## src/include/gcn_cfg.svh

```systemverilog
`ifndef GCN_CFG_SVH
`define GCN_CFG_SVH

// graph shape
`define GCN_NODES      6
`define GCN_EDGES      6
`define GCN_FEATS      4
`define GCN_CLASSES    3

// data widths
`define GCN_FEAT_W     5
`define GCN_NODE_W     3
`define GCN_AGG_W      8

// four products of agg by weight still fit
`define GCN_SCORE_W    15

// aggregated columns held between producer and consumer
`define GCN_FIFO_DEPTH 2

`endif

```

## src/logic/gcn_pkg.sv

```systemverilog
`include "gcn_cfg.svh"

package gcn_pkg;

    // scalar types
    typedef logic [`GCN_NODE_W-1:0]            node_id_t;
    typedef logic [`GCN_FEAT_W-1:0]            feat_t;
    typedef logic [`GCN_AGG_W-1:0]             agg_t;
    typedef logic [`GCN_SCORE_W-1:0]           score_t;
    typedef logic [$clog2(`GCN_CLASSES)-1:0]   class_t;
    typedef logic [$clog2(`GCN_FEATS)-1:0]     feat_addr_t;

    // adjacency, bit k of row n set when nodes n+1 and k+1 share an edge
    typedef logic [`GCN_NODES-1:0]             adj_row_t;
    typedef adj_row_t [`GCN_NODES-1:0]         adj_mat_t;

    // column and row words, element n belongs to node n+1
    typedef feat_t [`GCN_NODES-1:0]            feat_col_t;
    typedef agg_t [`GCN_NODES-1:0]             agg_col_t;

    // one weight per class
    typedef feat_t [`GCN_CLASSES-1:0]          weight_row_t;

endpackage

```

## src/logic/agg_col_if.sv

```systemverilog
`timescale 1ns/1ps

interface agg_col_if;

    logic               push;
    gcn_pkg::agg_col_t  push_col;
    logic               full;
    logic               pop;
    gcn_pkg::agg_col_t  pop_col;
    logic               empty;

    // aggregator side
    modport producer (
        output push,
        output push_col,
        input  full
    );

    modport buffer (
        input  push,
        input  push_col,
        input  pop,
        output full,
        output pop_col,
        output empty
    );

    // scorer side, pop_col valid while empty is low
    modport consumer (
        output pop,
        input  pop_col,
        input  empty
    );

endinterface

```

## src/logic/adjacency_builder.sv

```systemverilog
`timescale 1ns/1ps
`include "gcn_cfg.svh"

module adjacency_builder (
    input  logic                               clk,
    input  logic                               rst_n,
    input  logic                               start,
    input  gcn_pkg::node_id_t [`GCN_EDGES-1:0] coo_src,
    input  gcn_pkg::node_id_t [`GCN_EDGES-1:0] coo_dst,
    output gcn_pkg::adj_mat_t                  adj,
    output logic                               adj_done
);

    localparam int edge_idx_w = $clog2(`GCN_EDGES);

    gcn_pkg::node_id_t [`GCN_EDGES-1:0] src_r;
    gcn_pkg::node_id_t [`GCN_EDGES-1:0] dst_r;
    logic [edge_idx_w-1:0]              edge_idx;
    logic                               busy;
    gcn_pkg::node_id_t                  cur_src;
    gcn_pkg::node_id_t                  cur_dst;
    logic                               edge_ok;
    logic                               ids_ok;

    // edge list snapshot
    always_ff @(posedge clk) begin
        if (start) begin
            src_r <= coo_src;
            dst_r <= coo_dst;
        end
    end

    assign cur_src = src_r[edge_idx];
    assign cur_dst = dst_r[edge_idx];
    // a zero id marks an unused slot
    assign edge_ok = (cur_src != '0) && (cur_dst != '0);

    // one edge per cycle, ids are 1-based
    always_ff @(posedge clk or negedge rst_n) begin
        if (!rst_n) begin
            adj      <= '0;
            adj_done <= 1'b0;
            busy     <= 1'b0;
            edge_idx <= '0;
        end else begin
            adj_done <= 1'b0;
            if (start) begin
                adj      <= '0;
                busy     <= 1'b1;
                edge_idx <= '0;
            end else if (busy) begin
                if (edge_ok) begin
                    adj[cur_src - 1'b1][cur_dst - 1'b1] <= 1'b1;
                    adj[cur_dst - 1'b1][cur_src - 1'b1] <= 1'b1;
                end
                if (edge_idx == edge_idx_w'(`GCN_EDGES - 1)) begin
                    busy     <= 1'b0;
                    adj_done <= 1'b1;
                end else begin
                    edge_idx <= edge_idx + 1'b1;
                end
            end
        end
    end

    always_comb begin
        ids_ok = 1'b1;
        for (int e = 0; e < `GCN_EDGES; e++) begin
            if ((coo_src[e] > `GCN_NODES) || (coo_dst[e] > `GCN_NODES)) begin
                ids_ok = 1'b0;
            end
        end
    end

    a_ids_in_range: assert property (@(posedge clk) disable iff (!rst_n) start |-> ids_ok)
        else $error("edge id above node count at start");

endmodule

```

## src/logic/neighbor_aggregator.sv

```systemverilog
`timescale 1ns/1ps
`include "gcn_cfg.svh"

module neighbor_aggregator (
    input  logic                clk,
    input  logic                rst_n,
    input  logic                adj_done,
    input  gcn_pkg::adj_mat_t   adj,
    input  gcn_pkg::feat_col_t  feat_col,
    output logic                feat_re,
    output gcn_pkg::feat_addr_t feat_addr,
    agg_col_if.producer         agg
);

    // split point of the two-level adder
    localparam int half = `GCN_NODES / 2;

    gcn_pkg::feat_addr_t col_cnt;
    logic                active;
    logic                pending;
    logic                col_vld;
    logic                sum_vld;
    gcn_pkg::agg_col_t   part_a;
    gcn_pkg::agg_col_t   part_b;
    gcn_pkg::agg_col_t   part_a_nxt;
    gcn_pkg::agg_col_t   part_b_nxt;

    ////////////////////
    // read sequencing
    ////////////////////

    // pending stays up from the read until its column is pushed
    assign feat_re   = active && !pending && !agg.full;
    assign feat_addr = col_cnt;

    always_ff @(posedge clk or negedge rst_n) begin
        if (!rst_n) begin
            active  <= 1'b0;
            col_cnt <= '0;
            pending <= 1'b0;
            col_vld <= 1'b0;
            sum_vld <= 1'b0;
        end else begin
            col_vld <= feat_re;
            sum_vld <= col_vld;
            if (adj_done) begin
                active  <= 1'b1;
                col_cnt <= '0;
            end else if (feat_re) begin
                col_cnt <= col_cnt + 1'b1;
                if (col_cnt == gcn_pkg::feat_addr_t'(`GCN_FEATS - 1)) begin
                    active <= 1'b0;
                end
            end
            if (feat_re) begin
                pending <= 1'b1;
            end else if (sum_vld) begin
                pending <= 1'b0;
            end
        end
    end

    ////////////////////
    // masked sums
    ////////////////////

    always_comb begin
        for (int n = 0; n < `GCN_NODES; n++) begin
            part_a_nxt[n] = '0;
            part_b_nxt[n] = '0;
            for (int k = 0; k < `GCN_NODES; k++) begin
                // adjacency row n picks the neighbours of node n
                if (adj[n][k] && (k < half)) begin
                    part_a_nxt[n] = part_a_nxt[n] + gcn_pkg::agg_t'(feat_col[k]);
                end else if (adj[n][k]) begin
                    part_b_nxt[n] = part_b_nxt[n] + gcn_pkg::agg_t'(feat_col[k]);
                end
            end
        end
    end

    always_ff @(posedge clk) begin
        if (col_vld) begin
            part_a <= part_a_nxt;
            part_b <= part_b_nxt;
        end
    end

    // second adder level feeds the buffer directly
    assign agg.push = sum_vld;

    always_comb begin
        for (int n = 0; n < `GCN_NODES; n++) begin
            agg.push_col[n] = part_a[n] + part_b[n];
        end
    end

    a_no_push_full: assert property (@(posedge clk) disable iff (!rst_n) agg.push |-> !agg.full)
        else $error("aggregated column pushed into a full buffer");

endmodule

```

## src/logic/agg_col_fifo.sv

```systemverilog
`timescale 1ns/1ps
`include "gcn_cfg.svh"

module agg_col_fifo (
    input logic       clk,
    input logic       rst_n,
    agg_col_if.buffer agg
);

    localparam int depth = `GCN_FIFO_DEPTH;
    localparam int ptr_w = $clog2(depth);
    localparam int cnt_w = $clog2(depth + 1);

    gcn_pkg::agg_col_t mem [depth];
    logic [ptr_w-1:0]  wr_ptr;
    logic [ptr_w-1:0]  rd_ptr;
    logic [cnt_w-1:0]  count;
    logic              do_push;
    logic              do_pop;

    function automatic logic [ptr_w-1:0] ptr_inc(input logic [ptr_w-1:0] p);
        ptr_inc = (p == ptr_w'(depth - 1)) ? '0 : p + 1'b1;
    endfunction

    assign do_push     = agg.push && !agg.full;
    assign do_pop      = agg.pop && !agg.empty;
    assign agg.full    = (count == cnt_w'(depth));
    assign agg.empty   = (count == '0);
    // head entry
    assign agg.pop_col = mem[rd_ptr];

    always_ff @(posedge clk) begin
        if (do_push) begin
            mem[wr_ptr] <= agg.push_col;
        end
    end

    always_ff @(posedge clk or negedge rst_n) begin
        if (!rst_n) begin
            wr_ptr <= '0;
            rd_ptr <= '0;
            count  <= '0;
        end else begin
            if (do_push) begin
                wr_ptr <= ptr_inc(wr_ptr);
            end
            if (do_pop) begin
                rd_ptr <= ptr_inc(rd_ptr);
            end
            if (do_push && !do_pop) begin
                count <= count + 1'b1;
            end else if (do_pop && !do_push) begin
                count <= count - 1'b1;
            end
        end
    end

    a_no_pop_empty: assert property (@(posedge clk) disable iff (!rst_n) agg.pop |-> !agg.empty)
        else $error("column popped from an empty buffer");

endmodule

```

## src/logic/class_scorer.sv

```systemverilog
`timescale 1ns/1ps
`include "gcn_cfg.svh"

module class_scorer (
    input  logic                                clk,
    input  logic                                rst_n,
    input  logic                                start,
    input  gcn_pkg::weight_row_t                wt_row,
    output logic                                wt_re,
    output gcn_pkg::feat_addr_t                 wt_addr,
    output gcn_pkg::class_t [`GCN_NODES-1:0]    y,
    output logic                                done,
    agg_col_if.consumer                         agg
);

    localparam int cnt_w = $clog2(`GCN_FEATS + 1);

    logic [cnt_w-1:0]                 take_cnt;
    logic [cnt_w-1:0]                 acc_cnt;
    logic                             mac_vld;
    logic                             scan_act;
    logic                             last_acc;
    logic                             last_cls;
    gcn_pkg::class_t                  cls_cnt;
    gcn_pkg::agg_col_t                col_stg;
    gcn_pkg::score_t                  score [`GCN_NODES][`GCN_CLASSES];
    gcn_pkg::score_t                  max_r [`GCN_NODES];
    gcn_pkg::score_t                  max_nxt [`GCN_NODES];
    gcn_pkg::class_t [`GCN_NODES-1:0] best_r;
    gcn_pkg::class_t [`GCN_NODES-1:0] best_nxt;

    // pop and weight read go out together
    assign wt_re    = !agg.empty && (take_cnt < cnt_w'(`GCN_FEATS));
    assign agg.pop  = wt_re;
    assign wt_addr  = gcn_pkg::feat_addr_t'(take_cnt);
    assign last_acc = (acc_cnt == cnt_w'(`GCN_FEATS - 1));
    assign last_cls = (cls_cnt == gcn_pkg::class_t'(`GCN_CLASSES - 1));

    ////////////////////
    // argmax scan
    ////////////////////

    always_comb begin
        for (int n = 0; n < `GCN_NODES; n++) begin
            max_nxt[n]  = max_r[n];
            best_nxt[n] = best_r[n];
            // strictly greater, ties keep the lower class
            if (score[n][cls_cnt] > max_r[n]) begin
                max_nxt[n]  = score[n][cls_cnt];
                best_nxt[n] = cls_cnt;
            end
        end
    end

    ////////////////////
    // multiply-accumulate
    ////////////////////

    always_ff @(posedge clk) begin
        if (agg.pop) begin
            col_stg <= agg.pop_col;
        end
        for (int n = 0; n < `GCN_NODES; n++) begin
            for (int c = 0; c < `GCN_CLASSES; c++) begin
                if (start) begin
                    score[n][c] <= '0;
                end else if (mac_vld) begin
                    score[n][c] <= score[n][c]
                        + gcn_pkg::score_t'(col_stg[n]) * gcn_pkg::score_t'(wt_row[c]);
                end
            end
            if (mac_vld && last_acc) begin
                max_r[n]  <= '0;
                best_r[n] <= '0;
            end else if (scan_act) begin
                max_r[n]  <= max_nxt[n];
                best_r[n] <= best_nxt[n];
            end
        end
    end

    // run control
    always_ff @(posedge clk or negedge rst_n) begin
        if (!rst_n) begin
            take_cnt <= '0;
            acc_cnt  <= '0;
            mac_vld  <= 1'b0;
            scan_act <= 1'b0;
            cls_cnt  <= '0;
            done     <= 1'b0;
            y        <= '0;
        end else if (start) begin
            take_cnt <= '0;
            acc_cnt  <= '0;
            mac_vld  <= 1'b0;
            scan_act <= 1'b0;
            cls_cnt  <= '0;
            done     <= 1'b0;
        end else begin
            mac_vld <= wt_re;
            if (wt_re) begin
                take_cnt <= take_cnt + 1'b1;
            end
            if (mac_vld) begin
                acc_cnt <= acc_cnt + 1'b1;
            end
            if (mac_vld && last_acc) begin
                scan_act <= 1'b1;
                cls_cnt  <= '0;
            end else if (scan_act) begin
                cls_cnt <= cls_cnt + 1'b1;
                // last class decides, results go straight out
                if (last_cls) begin
                    scan_act <= 1'b0;
                    y        <= best_nxt;
                    done     <= 1'b1;
                end
            end
        end
    end

endmodule

```

## src/logic/gcn_top.sv

```systemverilog
`timescale 1ns/1ps
`include "gcn_cfg.svh"

module gcn_top (
    input  logic                               clk,
    input  logic                               rst_n,
    input  logic                               start,
    input  gcn_pkg::node_id_t [`GCN_EDGES-1:0] coo_src,
    input  gcn_pkg::node_id_t [`GCN_EDGES-1:0] coo_dst,
    input  gcn_pkg::feat_col_t                 feat_col,
    input  gcn_pkg::weight_row_t               wt_row,
    output logic                               feat_re,
    output gcn_pkg::feat_addr_t                feat_addr,
    output logic                               wt_re,
    output gcn_pkg::feat_addr_t                wt_addr,
    output gcn_pkg::class_t [`GCN_NODES-1:0]   y,
    output logic                               done
);

    gcn_pkg::adj_mat_t adj;
    logic              adj_done;

    // aggregated columns, aggregator to scorer
    agg_col_if agg_if ();

    adjacency_builder u_adj (
        .clk      (clk),
        .rst_n    (rst_n),
        .start    (start),
        .coo_src  (coo_src),
        .coo_dst  (coo_dst),
        .adj      (adj),
        .adj_done (adj_done)
    );

    neighbor_aggregator u_agg (
        .clk       (clk),
        .rst_n     (rst_n),
        .adj_done  (adj_done),
        .adj       (adj),
        .feat_col  (feat_col),
        .feat_re   (feat_re),
        .feat_addr (feat_addr),
        .agg       (agg_if.producer)
    );

    agg_col_fifo u_fifo (
        .clk   (clk),
        .rst_n (rst_n),
        .agg   (agg_if.buffer)
    );

    class_scorer u_score (
        .clk     (clk),
        .rst_n   (rst_n),
        .start   (start),
        .wt_row  (wt_row),
        .wt_re   (wt_re),
        .wt_addr (wt_addr),
        .y       (y),
        .done    (done),
        .agg     (agg_if.consumer)
    );

endmodule

```

## config.mk

```make
export PLATFORM = sky130hd
export DESIGN_NAME = gcn_top
export DESIGN_NICKNAME = d
export VERILOG_FILES = /design/src/logic/gcn_pkg.sv /design/src/logic/agg_col_if.sv /design/src/logic/adjacency_builder.sv /design/src/logic/neighbor_aggregator.sv /design/src/logic/agg_col_fifo.sv /design/src/logic/class_scorer.sv /design/src/logic/gcn_top.sv
export VERILOG_INCLUDE_DIRS = /design/src /design/src/include
export SDC_FILE = /design/constraint.sdc
export NUM_CORES = 2
export LEC_CHECK = 0
export BUFFER_PORTS_ARGS = -buffer_cell sky130_fd_sc_hd__buf_2
export CAP_MARGIN = 10
export CORE_ASPECT_RATIO = 0.8
export CORE_MARGIN = 2
export CORE_UTILIZATION = 29
export CTS_CLUSTER_DIAMETER = 80
export DETAILED_ROUTE_END_ITERATION = 16
export GPL_ROUTABILITY_DRIVEN = 0
export PLACE_DENSITY = 0.45
export SLEW_MARGIN = 20
export SYNTH_ARGS = -nofsm -noshare
export SYNTH_HDL_FRONTEND = slang
export SYNTH_SLANG_ARGS = --single-unit
```

## constraint.sdc

```tcl
create_clock -name clk -period 5.4 [get_ports clk]
set_input_delay 1.62 -clock clk [delete_from_list [all_inputs] [get_ports clk]]
set_output_delay 1.62 -clock clk [all_outputs]
set_load 0.02 [all_outputs]
```

==> run_results.csv <==
group,metric,value,unit
run_status,status,"completed",
die,pin_count,103,
sta,min_period,5010,ps
setup_path,ff2ff_path_depth,15,
detailed_routing,drtAntennaViolNets,0,
die,num_rows,155,
logic_synthesis,muxShareOfSynthArea,0.0464,
die,core,222000,µm²
min_path,hold_start,"u_score.best_r[5]",
min_path,whs_path_depth,2,
clock_tree,cts_htree_levels,3,
logic_synthesis,synth_seq_cells,710,
flow_run,drv_cap,0,
die,die_x,532,µm
cells_and_area,syn_to_final_growth,15.5,%
placement,port_buffers,102,
setup_path,r2r_start,"u_score.col_stg[43]",
clock_tree,ctsResizeCount,0,
logic_synthesis,synth_top_cell_by_area,"edfxtp_1",
setup_path,worstPathArrival,5490,ps
logic_synthesis,yosys_warnings,0,
cells_and_area,final_area,74800,µm²
global_route,overflow,0,
logic_synthesis,synth.area.top_cells,"edfxtp_1, fa_1, ha_1",
detailed_routing,route.detailed.drc,0,
setup_path,rr_endpoint,"u_score.score[2][87]",
cells_and_area,final_common_cell,"inv_1",
logic_synthesis,syn-num-nets,7599,
sta,maxSlewHeadroom,0.302,
die,initial_utilization,0.291,
sta,tightest_slew,1040,ps
detailed_routing,routedWlPerCell,18.1,µm
placement,dp_hpwl,134000,µm
logic_synthesis,synth-seq-area-share,0.322,
setup_path,r2r_slack,930,ps
sta,drv_slew,0,
logic_synthesis,yosysTopAreaCellShare,0.290,
sta,finalCritPeriodShare,0.928,
clock_tree,cts_hold_buffers,0,
placement,placed_cell_area,71400,µm²
clock_tree,cts_buffer_depth,3,
setup_path,critPathLaunchType,"input pin",
die,die_area,227000,µm²
clock_tree,cts_setup_buffers,0,
setup_path,end_kind,"flip-flop",
sta,rsz0062_at_grt,"no",
logic_synthesis,synthCells,6285,
clock_tree,clkLatencyLatePin,730,ps
setup_path,required,5870,ps
clock_tree,root_buffer,"clkbuf_16",
cells_and_area,final_cell_mix,"inv_1, ha_1, and2_1",
logic_synthesis,synth_xor_area_frac,0.0382,
detailed_routing,first_pass_iters,5,
logic_synthesis,synth_fa_ha_area_frac,0.302,
detailed_routing,drt_wl_total,175000,µm
setup_path,path_max_fanout,8,
logic_synthesis,synth_top_family_by_area,"adder cells",
logic_synthesis,synth_edf_count,624,
logic_synthesis,syn_area,64700,µm²
sta,setup_viol,0,
clock_tree,cts_tree,"done",
global_route,grt_pass1_wl,274000,µm
setup_path,path_class,"input pin to flip-flop",
detailed_routing,vias,44171,
clock_tree,cts_made_buffers,93,
global_route,grt_use_total,0.156,
global_route,grt_pass1_vias,45815,
sta,max_freq,200,MHz
detailed_routing,drt_iter0_drc,2191,
min_path,min_path_type,"flip-flop to flip-flop",
logic_synthesis,avgSynthCellArea,10.3,µm²
global_route,antenna_found_initial,16,
cells_and_area,drive_above_1_share,0.122,
logic_synthesis,synth-main-ff-cell,"edfxtp_1",
logic_synthesis,synthArstFlopShare,0.104,
sta,clock_skew,38.4,ps
global_route,grt_max_degree,98,
logic_synthesis,yosys.area_share.simple,0.137,
detailed_routing,vias_per_cell,4.56,
clock_tree,cts.sinks,710,
cells_and_area,final_nets,7938,
die,die_h,426,µm
logic_synthesis,synth_compound_area_frac,0.0861,
sta,finalHoldViolCount,0,
min_path,min_to,"u_score.best_r[5]",
clock_tree,path_clk_slew,60,ps
logic_synthesis,ys_types,66,
==> layout make-up <==
class	count	area, µm²
antenna	8	20.0
clock buffer	107	2420
clock inverter	63	881
fill	22584	148000
inverter	917	3440
multi-input combinational	4412	39500
sequential	710	20800
tap	2983	3730
timing repair buffer	490	3890
==> worst max-delay path, cell delays in order <==
cell      delay, ps
buf_2           330
buf_4           230
nand2_1          80
fa_1            590
fa_1            440
fa_1            530
inv_1            50
ha_1            280
a21o_1          160
a21oi_1         170
nor2b_1          90
o41a_1          350
a221oi_1        300
xor2_1          200
nor2_1           50
==> cell usage after synthesis (62+ instances only) <==
cell,number
o21ai_0,207
dfrtp_1,74
a21oi_1,243
nor2_1,339
inv_1,912
edfxtp_1,624
ha_1,678
a21o_1,159
fa_1,552
and2_1,631
xor2_1,146
xnor2_1,136
and3_1,105
mux2_2,123
nand2_1,451
mux2i_1,147
o21a_1,62
clkbuf_1,220
nor2b_1,76
==> routing by layer <==
metal / global-route usage / part of all wire / up-vias
met2: 0.235 / 0.42 / 615
met1: 0.234 / 0.52 / 21838
met3: 0.0247 / 0.043 / 171
met4: 0.0332 / 0.021 / 0
met5: 0 / 0 / -
li1: - / - / 21547
==> worst max-delay path by stage <==
stage / to / start / cells past startpoint / slack, ps
after floorplan: u_score.score[2][59] / wt_row[10] / 15 / -70
after detailed placement: u_score.score[1][57] / wt_row[12] / 15 / -390
final: u_score.score[0][44] / wt_row[2] / 15 / 390
after CTS: u_score.score[0][44] / wt_row[2] / 15 / 390
after global placement: u_score.score[0][44] / wt_row[2] / 15 / -370
after global routing: u_score.score[0][25] / wt_row[5] / 17 / 170
==> state kept, by name, indices dropped and copies added, names as in the netlist, 2 cells and up <==
register	cells
u_score.cls_cnt	2
u_score.max_r	90
u_score.best_r	12
u_adj.edge_idx	3
u_score.y	12
u_agg.part_b	42
u_agg.part_a	42
u_adj.src_r	18
u_fifo.count	2
u_adj.dst_r	18
u_score.score	270
u_score.take_cnt	3
u_score.acc_cnt	3
u_agg.feat_addr	2
u_score.col_stg	48
u_fifo.mem	96
u_adj.adj	36
==> kinds of logic (layout without fill, tap and decap cells) <==
| kind of cell | after synthesis | after routing |
|---|---|---|
| adder cells (fa/ha/maj) | 1230 | 1230 |
| flip-flops | 710 | 710 |
| AO/OA/AOI/OAI | 874 | 874 |
| buffers and inverters | 1163 | 1577 |
| multiplexers | 278 | 278 |
| other | 0 | 8 |
| AND/OR/NAND/NOR | 1748 | 1748 |
| XOR/XNOR | 282 | 282 |
==> stage by stage <==
step / hold slack (ps) / TNS [ps] / utilization / std cells / worst slack [ps]
2_1_floorplan: 423 / -71.7 / - / 6285 / -71.7
3_3_place_gp: 443 / -22080 / 0.321 / 9512 / -374
3_5_place_dp: 449 / -23940 / 0.321 / 9512 / -389
4_1_cts: 458 / 0 / 0.336 / 9682 / 389
5_1_grt: 479 / 0 / 0.336 / 9683 / 165
6_report: 457 / 0 / 0.336 / 9690 / 388
Power is not shown: default switching activity piles up to over one toggle a cycle in this logic, so the estimate is an artifact.
